## src/source/spw_rx_pkg.sv

```systemverilog
// Shared character codes and types for the SpaceWire link receiver
// Imported by the assembler, the classifier and the top level
`default_nettype none

package spw_rx_pkg;

	// --------------------------------------------------
	// Character lengths, parity and flag bits included
	// --------------------------------------------------
	localparam int CTRL_LEN = 4;
	localparam int DATA_LEN = 10;
	localparam int CNT_W    = $clog2(DATA_LEN);	// Bit counter width

	// Control codes, first received bit is the LSB
	localparam logic [1:0] CODE_FCT = 2'd0;
	localparam logic [1:0] CODE_EOP = 2'd1;
	localparam logic [1:0] CODE_EEP = 2'd2;
	localparam logic [1:0] CODE_ESC = 2'd3;

	// Data byte reported with flag set
	localparam logic [7:0] EOP_DATA = 8'h00;
	localparam logic [7:0] EEP_DATA = 8'h01;

	// --------------------------------------------------
	// Received word, two views of the same 10 bits
	// --------------------------------------------------
	typedef struct packed {
		logic [7:0] data;	// Data byte, LSB received first
		logic       flag;	// 0 for data
		logic       parity;	// First bit on the line
	} spw_data_view_t;

	typedef struct packed {
		logic [5:0] unused;	// Always zero for control chars
		logic [1:0] ctrl;
		logic       flag;	// 1 for control
		logic       parity;
	} spw_ctrl_view_t;

	typedef union packed {
		spw_data_view_t data_v;
		spw_ctrl_view_t ctrl_v;
	} spw_char_u;

	// Assembler to classifier
	typedef struct packed {
		logic      is_ctrl;
		spw_char_u body;
	} spw_char_t;

	// Normal character as handed to the buffer
	typedef struct packed {
		logic       flag;	// Set for EOP and EEP
		logic [7:0] data;
	} spw_nchar_t;

endpackage

`default_nettype wire

```

## src/source/spw_ds_decoder.sv

```systemverilog
// Data-strobe bit recovery by oversampling on the system clock
// One bit_valid pulse per change of D xor S, value taken from D
`default_nettype none

module spw_ds_decoder
(
	input  logic posedge_clk,
	input  logic rx_resetn,
	input  logic rx_din,
	input  logic rx_sin,
	output logic bit_valid,
	output logic bit_value,
	output logic line_active
);

	// --------------------------------------------------
	// Input synchronizers
	// --------------------------------------------------
	logic [1:0] d_sync;	// [1] is the stable copy
	logic [1:0] s_sync;
	logic       ds_prev;	// D xor S seen last cycle
	logic       ds_now;
	logic       ds_edge;

	assign ds_now  = d_sync[1] ^ s_sync[1];
	assign ds_edge = ds_now ^ ds_prev;	// Any D or S transition

	always_ff @(posedge posedge_clk or negedge rx_resetn)
	begin
		if (!rx_resetn)
		begin
			d_sync <= 2'b00;	// Idle line is D=S=0
			s_sync <= 2'b00;
		end
		else
		begin
			d_sync <= {d_sync[0], rx_din};
			s_sync <= {s_sync[0], rx_sin};
		end
	end

	// --------------------------------------------------
	// Transition compare, third edge after the line change
	// --------------------------------------------------
	always_ff @(posedge posedge_clk or negedge rx_resetn)
	begin
		if (!rx_resetn)
		begin
			ds_prev     <= 1'b0;
			bit_valid   <= 1'b0;
			bit_value   <= 1'b0;
			line_active <= 1'b0;
		end
		else
		begin
			ds_prev   <= ds_now;
			bit_valid <= ds_edge;	// One cycle strobe
			bit_value <= d_sync[1];
			if (ds_edge)
				line_active <= 1'b1;	// Sticky until reset
		end
	end

endmodule

`default_nettype wire

```

## src/source/spw_char_assembler.sv

```systemverilog
// Collects recovered bits into control or data characters
// Length follows the flag bit and parity runs across character boundaries
`default_nettype none

module spw_char_assembler
(
	input  logic                  posedge_clk,
	input  logic                  rx_resetn,
	input  logic                  bit_valid,
	input  logic                  bit_value,
	output logic                  char_valid,
	output spw_rx_pkg::spw_char_t char_word,
	output logic                  parity_err
);

	import spw_rx_pkg::*;

	logic [CNT_W-1:0] bit_cnt;	// Index of the incoming bit
	logic [CNT_W-1:0] char_len;	// Target length set at the flag bit
	spw_char_u        shreg;
	spw_char_u        word_next;	// Word including the incoming bit
	logic             is_ctrl;
	logic             last_bit;
	logic             payload_par;	// Parity of data or ctrl bits
	logic             prev_par;	// Payload parity of the previous char

	// --------------------------------------------------
	// Next word and end of character
	// --------------------------------------------------
	always_comb
	begin
		if (bit_cnt == '0)
			word_next = '0;	// Fresh character starts from zero
		else
			word_next = shreg;
		word_next[bit_cnt] = bit_value;	// LSB first
	end

	assign is_ctrl = word_next.data_v.flag;

	// Length is 4 or 10, so the end never falls on bit 0 or 1
	assign last_bit = bit_valid && (bit_cnt == char_len - 1'b1);

	always_comb
	begin
		if (is_ctrl)
			payload_par = ^word_next.ctrl_v.ctrl;
		else
			payload_par = ^word_next.data_v.data;
	end

	// --------------------------------------------------
	// Counter, strobes and parity state
	// --------------------------------------------------
	always_ff @(posedge posedge_clk or negedge rx_resetn)
	begin
		if (!rx_resetn)
		begin
			bit_cnt    <= '0;
			char_len   <= CNT_W'(DATA_LEN);
			char_valid <= 1'b0;
			parity_err <= 1'b0;
			prev_par   <= 1'b0;	// No previous char after reset
		end
		else
		begin
			char_valid <= 1'b0;
			parity_err <= 1'b0;
			if (bit_valid)
			begin
				if (bit_cnt == CNT_W'(1))	// Flag bit arriving
					char_len <= is_ctrl ? CNT_W'(CTRL_LEN) : CNT_W'(DATA_LEN);
				if (last_bit)
				begin
					bit_cnt    <= '0;
					char_valid <= 1'b1;
					// Parity + flag + previous payload must be odd
					parity_err <= ~(word_next.data_v.parity ^ is_ctrl ^ prev_par);
					prev_par   <= payload_par;
				end
				else
					bit_cnt <= bit_cnt + 1'b1;
			end
		end
	end

	// Shift register and output word
	always_ff @(posedge posedge_clk)
	begin
		if (bit_valid)
			shreg <= word_next;
		if (last_bit)
		begin
			char_word.is_ctrl <= is_ctrl;
			char_word.body    <= word_next;
		end
	end

endmodule

`default_nettype wire

```

## src/source/spw_char_classifier.sv

```systemverilog
// Turns assembled characters into link events
// Escape handling, NULL gating, output strobes and the sticky error flag
`default_nettype none

module spw_char_classifier
(
	input  logic                   posedge_clk,
	input  logic                   rx_resetn,
	input  logic                   char_valid,
	input  spw_rx_pkg::spw_char_t  char_word,
	input  logic                   parity_err,
	output logic                   rx_got_null,
	output logic                   rx_got_fct,
	output logic                   rx_got_nchar,
	output logic                   rx_got_time_code,
	output logic                   rx_buffer_write,
	output spw_rx_pkg::spw_nchar_t rx_data_flag,
	output logic [7:0]             rx_time_out,
	output logic                   rx_tick_out,
	output logic                   rx_error
);

	import spw_rx_pkg::*;

	logic       esc_pend;	// Last char was ESC
	logic [1:0] code;
	logic [7:0] data;
	logic       take;	// Character is looked at

	assign code = char_word.body.ctrl_v.ctrl;
	assign data = char_word.body.data_v.data;
	assign take = char_valid && !rx_error;	// Everything dropped after an error

	// --------------------------------------------------
	// Event decode
	// --------------------------------------------------
	always_ff @(posedge posedge_clk or negedge rx_resetn)
	begin
		if (!rx_resetn)
		begin
			esc_pend         <= 1'b0;
			rx_got_null      <= 1'b0;
			rx_error         <= 1'b0;
			rx_got_fct       <= 1'b0;
			rx_got_nchar     <= 1'b0;
			rx_got_time_code <= 1'b0;
			rx_buffer_write  <= 1'b0;
			rx_tick_out      <= 1'b0;
			rx_time_out      <= 8'h00;
		end
		else
		begin
			// Strobes last one cycle
			rx_got_fct       <= 1'b0;
			rx_got_nchar     <= 1'b0;
			rx_got_time_code <= 1'b0;
			rx_buffer_write  <= 1'b0;
			rx_tick_out      <= 1'b0;
			if (take && parity_err)
			begin
				rx_error <= 1'b1;
				esc_pend <= 1'b0;
			end
			else if (take && char_word.is_ctrl)
			begin
				if (esc_pend)
				begin
					esc_pend <= 1'b0;
					if (code == CODE_FCT)
						rx_got_null <= 1'b1;	// ESC FCT
					else
						rx_error <= 1'b1;	// ESC ESC, ESC EOP, ESC EEP
				end
				else if (code == CODE_ESC)
					esc_pend <= 1'b1;
				else if (rx_got_null)
				begin
					if (code == CODE_FCT)
						rx_got_fct <= 1'b1;
					else
					begin
						rx_got_nchar    <= 1'b1;	// EOP or EEP
						rx_buffer_write <= 1'b1;
					end
				end
			end
			else if (take)
			begin
				esc_pend <= 1'b0;
				if (rx_got_null && esc_pend)
				begin
					rx_time_out      <= data;	// Time code
					rx_tick_out      <= 1'b1;
					rx_got_time_code <= 1'b1;
				end
				else if (rx_got_null)
				begin
					rx_got_nchar    <= 1'b1;
					rx_buffer_write <= 1'b1;
				end
			end
		end
	end

	// --------------------------------------------------
	// Buffer word, only meaningful with rx_buffer_write
	// --------------------------------------------------
	always_ff @(posedge posedge_clk)
	begin
		if (take && !char_word.is_ctrl)
			rx_data_flag <= '{flag: 1'b0, data: data};
		else if (take && code == CODE_EOP)
			rx_data_flag <= '{flag: 1'b1, data: EOP_DATA};
		else if (take && code == CODE_EEP)
			rx_data_flag <= '{flag: 1'b1, data: EEP_DATA};
	end

endmodule

`default_nettype wire

```

## src/source/spw_rx.sv

```systemverilog
// SpaceWire receiver top, single clock and asynchronous reset
// Chain of bit decoder, character assembler and character classifier
`default_nettype none

module spw_rx
(
	input  logic                   posedge_clk,
	input  logic                   rx_resetn,
	input  logic                   rx_din,
	input  logic                   rx_sin,
	output logic                   rx_got_bit,	// Line has toggled
	output logic                   rx_got_null,
	output logic                   rx_got_fct,
	output logic                   rx_got_nchar,
	output logic                   rx_got_time_code,
	output logic                   rx_buffer_write,
	output spw_rx_pkg::spw_nchar_t rx_data_flag,
	output logic [7:0]             rx_time_out,
	output logic                   rx_tick_out,
	output logic                   rx_error
);

	import spw_rx_pkg::*;

	logic      bit_valid;
	logic      bit_value;
	logic      char_valid;
	spw_char_t char_word;
	logic      parity_err;

	// --------------------------------------------------
	// Bit recovery
	// --------------------------------------------------
	spw_ds_decoder i_ds_decoder
	(
		.posedge_clk (posedge_clk),
		.rx_resetn   (rx_resetn),
		.rx_din      (rx_din),
		.rx_sin      (rx_sin),
		.bit_valid   (bit_valid),
		.bit_value   (bit_value),
		.line_active (rx_got_bit)
	);

	// Character framing and parity
	spw_char_assembler i_char_assembler
	(
		.posedge_clk (posedge_clk),
		.rx_resetn   (rx_resetn),
		.bit_valid   (bit_valid),
		.bit_value   (bit_value),
		.char_valid  (char_valid),
		.char_word   (char_word),
		.parity_err  (parity_err)
	);

	// Link events
	spw_char_classifier i_char_classifier
	(
		.posedge_clk      (posedge_clk),
		.rx_resetn        (rx_resetn),
		.char_valid       (char_valid),
		.char_word        (char_word),
		.parity_err       (parity_err),
		.rx_got_null      (rx_got_null),
		.rx_got_fct       (rx_got_fct),
		.rx_got_nchar     (rx_got_nchar),
		.rx_got_time_code (rx_got_time_code),
		.rx_buffer_write  (rx_buffer_write),
		.rx_data_flag     (rx_data_flag),
		.rx_time_out      (rx_time_out),
		.rx_tick_out      (rx_tick_out),
		.rx_error         (rx_error)
	);

endmodule

`default_nettype wire

```

## config.mk

```make
export PLATFORM = sky130hd
export DESIGN_NAME = spw_rx
export DESIGN_NICKNAME = d
export VERILOG_FILES = /design/src/source/spw_rx_pkg.sv /design/src/source/spw_ds_decoder.sv /design/src/source/spw_char_assembler.sv /design/src/source/spw_char_classifier.sv /design/src/source/spw_rx.sv
export SDC_FILE = /design/constraint.sdc
export NUM_CORES = 1
export LEC_CHECK = 0
export BUFFER_PORTS_ARGS = -buffer_cell sky130_fd_sc_hd__buf_2
export CORE_ASPECT_RATIO = 0.9
export CORE_MARGIN = 5
export CORE_UTILIZATION = 54
export CTS_BUF_LIST = sky130_fd_sc_hd__clkbuf_8
export DETAILED_ROUTE_END_ITERATION = 7
export GPL_TIMING_DRIVEN = 0
export PLACE_DENSITY = 0.79
export SYNTH_ARGS = -nofsm -noshare
export SYNTH_HDL_FRONTEND = slang
export SYNTH_SLANG_ARGS = --single-unit
```

## constraint.sdc

```tcl
create_clock -name posedge_clk -period 2.29 [get_ports posedge_clk]
set_input_delay 0.229 -clock posedge_clk [delete_from_list [all_inputs] [get_ports posedge_clk]]
set_output_delay 0.229 -clock posedge_clk [all_outputs]
set_load 0.03 [all_outputs]
```

# After elaboration in Yosys (flattened, before gate mapping)
# Index checks and enable logic that the tools add are counted.
# totals
reg_bits	63
inputBits	4
output_inout_bits	25
elab_cells	107
# classes
add_sub_neg	2
order_cmp	2
n_eq_ne	6
mux	42
bitwise	7
reduce_logical	25
# ops
cell	count
$mux 1	34
$mux 9	2
$bwmux 10	1
$mux 10	1
$logic_and 1x1->1	9
$mux 4	2
$mux 8	1
$reduce_and 4->1	2
$reduce_xor 8->1	1
$reduce_bool 2->1	3
$reduce_bool 3->1	2
$lt 4x5->1 const B	1
$add 4x1->4 const B	1
$demux 1 s4	1
$eq 2x2->1 const B	2
$eq 4x1->1 const B	1
$eq 4x4->1	1
$ge 4x1->1 const B	1
$logic_not 4->1	1
$reduce_and 2->1	2
$sub 4x1->4 const B	1
$xor 1x1->1	4
$not 1->1	3
$reduce_and 3->1	1
5 further kinds	6

# Logic depth before layout (Yosys ltp)
# logic_depth
ltp_word	10
mapped_depth	9
mapped_depth_nobuf	9

# Cells and area by module
# A second synthesis with hierarchy kept.
# unflattened
cells_unflattened	181
area_unflattened_um2	2653.8
# modules_own_cells
module	instances	cells_each	area_per_inst_um2	seq_area_each_um2
spw_char_assembler	1	100	1425.1	827.0
spw_char_classifier	1	67	979.7	610.6
spw_ds_decoder	1	14	249.0	200.2

# Least setup slack after synthesis
# OpenSTA, ideal clock, no wires.
# synth_timing
kind	register -> register
start	register i_char_assembler.bit_cnt[0]
end	register i_char_assembler.prev_par
setup_ns	0.120
arrival_ns	2.243
required_ns	2.170
slack_ns	-0.073
stages_incl_launch_ff	9
n_path_buf	0
synth_period_minus_slack_ns	2.363
cell_sequence	dfrtp_1 -> inv_1 -> ha_1 -> inv_1 -> o31ai_1 -> xor3_1 -> xor2_1 -> or3_1 -> a31o_1
# synth_rtl
element	line_no	text
from (decl)	spw_char_assembler.sv:18	logic [CNT_W-1:0] bit_cnt;
from (signal assigned)	spw_char_assembler.sv:82	bit_cnt <= bit_cnt + 1'b1;
to (signal assigned)	spw_char_assembler.sv:79	prev_par <= payload_par;
to (decl)	spw_char_assembler.sv:25	logic prev_par;

==> metrics.md <==
| Metric | Value |
|---|---|
| Max_slew headroom | `50.5%` |
| Final WS setup | `-0.0866 ns` |
| Post-place setup slack | `-0.322 ns` |
| Slew @ Worst Pin | `0.737 ns` |
| Via count | `1516` |
| Most common flop cell mapped by yosys | `dfrtp_1` |
| Placed cell area | `between 0.002 and 0.003 mm^2` |
| Ratio of cells with drive above 1 in the final layout | `a little under two fifths` |
| Number of flops mapped to enable cells by yosys | `27` |
| Final hold violations | `0` |
| Gpl congestion | `between 0.7 and 0.8` |
| Number of CTS-inserted buffers | `9` |
| Vias in the first global route | `between 1000 and 1500` |
| Avg WL per Cell | `about 14 um` |
| Die width | `around 80 um` |
| Vias per std cell | `5.14` |
| Slew Limit Fails | `0` |
| Setup TNS | `-0.0866 ns` |
| Syn_nets | `~190` |
| Clk slew on worst S/H paths | `0.06 ns` |
| Input/output buffers | `28` |
| Overall Global Routing Usage | `between 10% and 20%` |
| Mapped Cells | `about 180` |
| Final Net Count | `roughly 240` |
| Total wire length | `around 4000 um` |
| Register area | `0.00161 mm^2` |
| Final period util | `104%` |
| Maximum operating frequency | `0.421 GHz` |
| Core area | `0.00446 mm^2` |
| Tmin final | `2.38 ns` |
| Failing checks | `negative setup slack` |
| Overall power | `4280 uW` |
| Mapped Area | `around 0.0025 mm^2` |
| TritonCTS clock tree | `done` |
| Drt drc | `0` |
| Syn_area_per_cell | `about 14 um^2` |
| Min Hold Slack | `approximately 0.36 ns` |
| Ys Warns | `0` |
| Die height | `74.6 um` |
| Clk root buf | `clkbuf_8` |
| Initial antenna violation count | `0` |
| Synth async-reset ratio | `52.5%` |
| Post-route cell area | `around 0.0031 mm^2` |
| Starting Density | `~56%` |
| Worst Hold Class | `register to register` |
| Setup-failing EPs final | `1` |
| Worst Clk Skew | `roughly 0.0092 ns` |
| Area grow syn2layout | `24.7%` |
| DP HPWL | `between 2000 and 3000 um` |
| First-pass GRT wire length | `6990 um` |
| Worst vdd ir | `roughly 870 uV` |
| Crit path launch type | `register` |
| Max Cap Viol | `0` |
| Leak | `0.00135 uW` |
| Worst Path Max Fanout | `6` |
| Multi-input logic area | `~920 um^2` |
| Drt initial violations | `60` |
| Clk_lat worst skew | `0.34 ns` |
| DRT Pass-1 Iters | `4` |
| CP arrival | `roughly 2.6 ns` |
| Die ar. | `between 0.006 and 0.007 mm^2` |
| Sequential-to-total area share from yosys stat | `roughly 64%` |
| I/O Pins | `29` |
| Synth Register Bits | `59` |
| Status | `finished with violations` |
| Filler Cell Count | `approximately 300` |
| Distinct cell type count after synthesis | `40` |
| Post-DRT Antenna Nets | `0` |
| Antenna diodes | `0` |
| Clk sinks | `59` |
| WS Path Type | `register to register` |
| Pin count of the biggest net entering global routing | `32` |
| CP Capture Type | `register` |
| Bufs on Longest Clock Path | `2` |
| RSZ-0062 raised after global routing | `true` |
| Grt total ovfl | `0` |
| PwrDens | `around 1400 mW/mm^2` |
| Crit path required time | `roughly 2.5 ns` |
| Num rows | `23` |
| CTS H-tree lvls | `3` |
## sequential cells by signal (all words and copies together) (netlist names), 2 cells and up
signal and cells:
i_char_assembler.shreg 10, i_char_assembler.char_word 9, i_char_classifier.rx_data_flag 9, i_char_classifier.rx_time_out 8
i_char_assembler.bit_cnt 4, i_char_assembler.char_len 2, i_ds_decoder.d_sync 2, i_ds_decoder.s_sync 2
## path summary, 6_finish.rpt
check / depth (start not counted) / slack [ns] / start / to
max reg2reg: 9 / -0.09 / i_char_assembler.bit_cnt[0] / i_char_assembler.prev_par
min: 0 / 0.36 / i_ds_decoder.d_sync[0] / i_ds_decoder.d_sync[1]
max: 9 / -0.09 / i_char_assembler.bit_cnt[0] / i_char_assembler.prev_par
min in group asynchronous: 2 / 0.47 / rx_resetn / i_char_classifier.rx_time_out[5]
max in group asynchronous: 2 / 1.34 / rx_resetn / i_char_assembler.bit_cnt[1]
min reg2reg: 0 / 0.36 / i_ds_decoder.d_sync[0] / i_ds_decoder.d_sync[1]
## cell type report
class	instances	share of cell area [%]
Buffer	8	1.80
Clock buffer	9	3.96
Sequential cell	59	51.5
Clock inverter	7	2.72
Timing Repair Buffer	38	7.13
Multi-Input combinational cell	107	29.6
Tap cell	62	2.48
Inverter	5	0.801
## power by group
part / leakage, uW / internal (uW) / switching [uW]
clock network: 0.000113 / 600 / 380
registers: 0.000649 / 1450 / 158
logic: 0.000587 / 807 / 890
## worst max-delay path, stage by stage, from the launching register on
cell	delay (ns)
dfrtp_2	0.47
inv_2	0.10
ha_4	0.18
clkinvlp_4	0.14
o21ai_2	0.20
o31ai_4	0.11
xor3_1	0.37
xor2_1	0.17
or3_1	0.31
a31o_1	0.22
## routing by layer
| layer | part of all wire [%] | GRT usage (%) |
|---|---|---|
| met5 | 0 | 0 |
| met4 | 1.4 | 8.30 |
| met3 | 5.9 | 6.22 |
| met2 | 49 | 25.2 |
| met1 | 43 | 18.7 |
## cell usage after synthesis, drive strengths merged (4+ instances only)
cell type / instances / area [um^2]
buf: 5 / 45.0
o21ai: 7 / 35.0
ha: 5 / 62.6
xnor2: 5 / 43.8
a22o: 4 / 45.1
inv: 5 / 18.8
edfxtp: 27 / 811
mux2: 13 / 150
dfrtp: 30 / 751
xor2: 8 / 70.1
and2: 8 / 50.1
nor2: 12 / 45.0
nand2: 14 / 52.6
## timing repair
action                     CTS  global route
hold endpoints to repair    32             0
pin swaps                    2             5
buffers inserted             4             3
hold buffers                 3             0
setup endpoints to repair   14             1
gates resized for setup     19             2
## through the flow
| stage | instances | utilization (%) |
|---|---|---|
| floorplan | 179 | - |
| global placement | 269 | 61.5 |
| detailed placement | 269 | 61.5 |
| CTS | 292 | 69.4 |
| global route | 295 | 70.0 |
| finish | 295 | 70.0 |
## cell usage in the layout, fill, tap and decap left out, types with 2 or more instances in the layout
| cell | instances |
|---|---|
| a21oi_1 | 2 |
| a22o_1 | 2 |
| a32o_1 | 3 |
| and2_1 | 8 |
| buf_2 | 28 |
| buf_4 | 10 |
| buf_6 | 2 |
| bufinv_16 | 2 |
| clkbuf_1 | 3 |
| clkbuf_8 | 9 |
| dfrtp_1 | 28 |
| dfrtp_2 | 2 |
| dlygate4sd3_1 | 3 |
| edfxtp_1 | 27 |
| ha_4 | 3 |
| inv_1 | 4 |
| mux2_2 | 12 |
| nand2_1 | 14 |
| nand2b_1 | 2 |
| nand4_1 | 2 |
| nor2_1 | 12 |
| nor3_1 | 2 |
| nor4_4 | 2 |
| o21ai_0 | 5 |
| o21ai_2 | 2 |
| o21bai_1 | 2 |
| o22ai_1 | 2 |
| o31ai_4 | 2 |
| xnor2_1 | 5 |
| xor2_1 | 8 |
## kinds of logic (layout without fill, tap and decap cells)
logic type / count (synthesis) / in the layout / synth area share, %
compound gates: 25 / 25 / 7.44
xor+xnor: 15 / 15 / 6.39
flops: 59 / 59 / 64.2
fa+ha+maj: 5 / 5 / 2.50
buf+inv: 13 / 67 / 3.00
mux: 14 / 14 / 6.39
simple gates: 48 / 48 / 10.1
(Power assumes the default switching activity.)
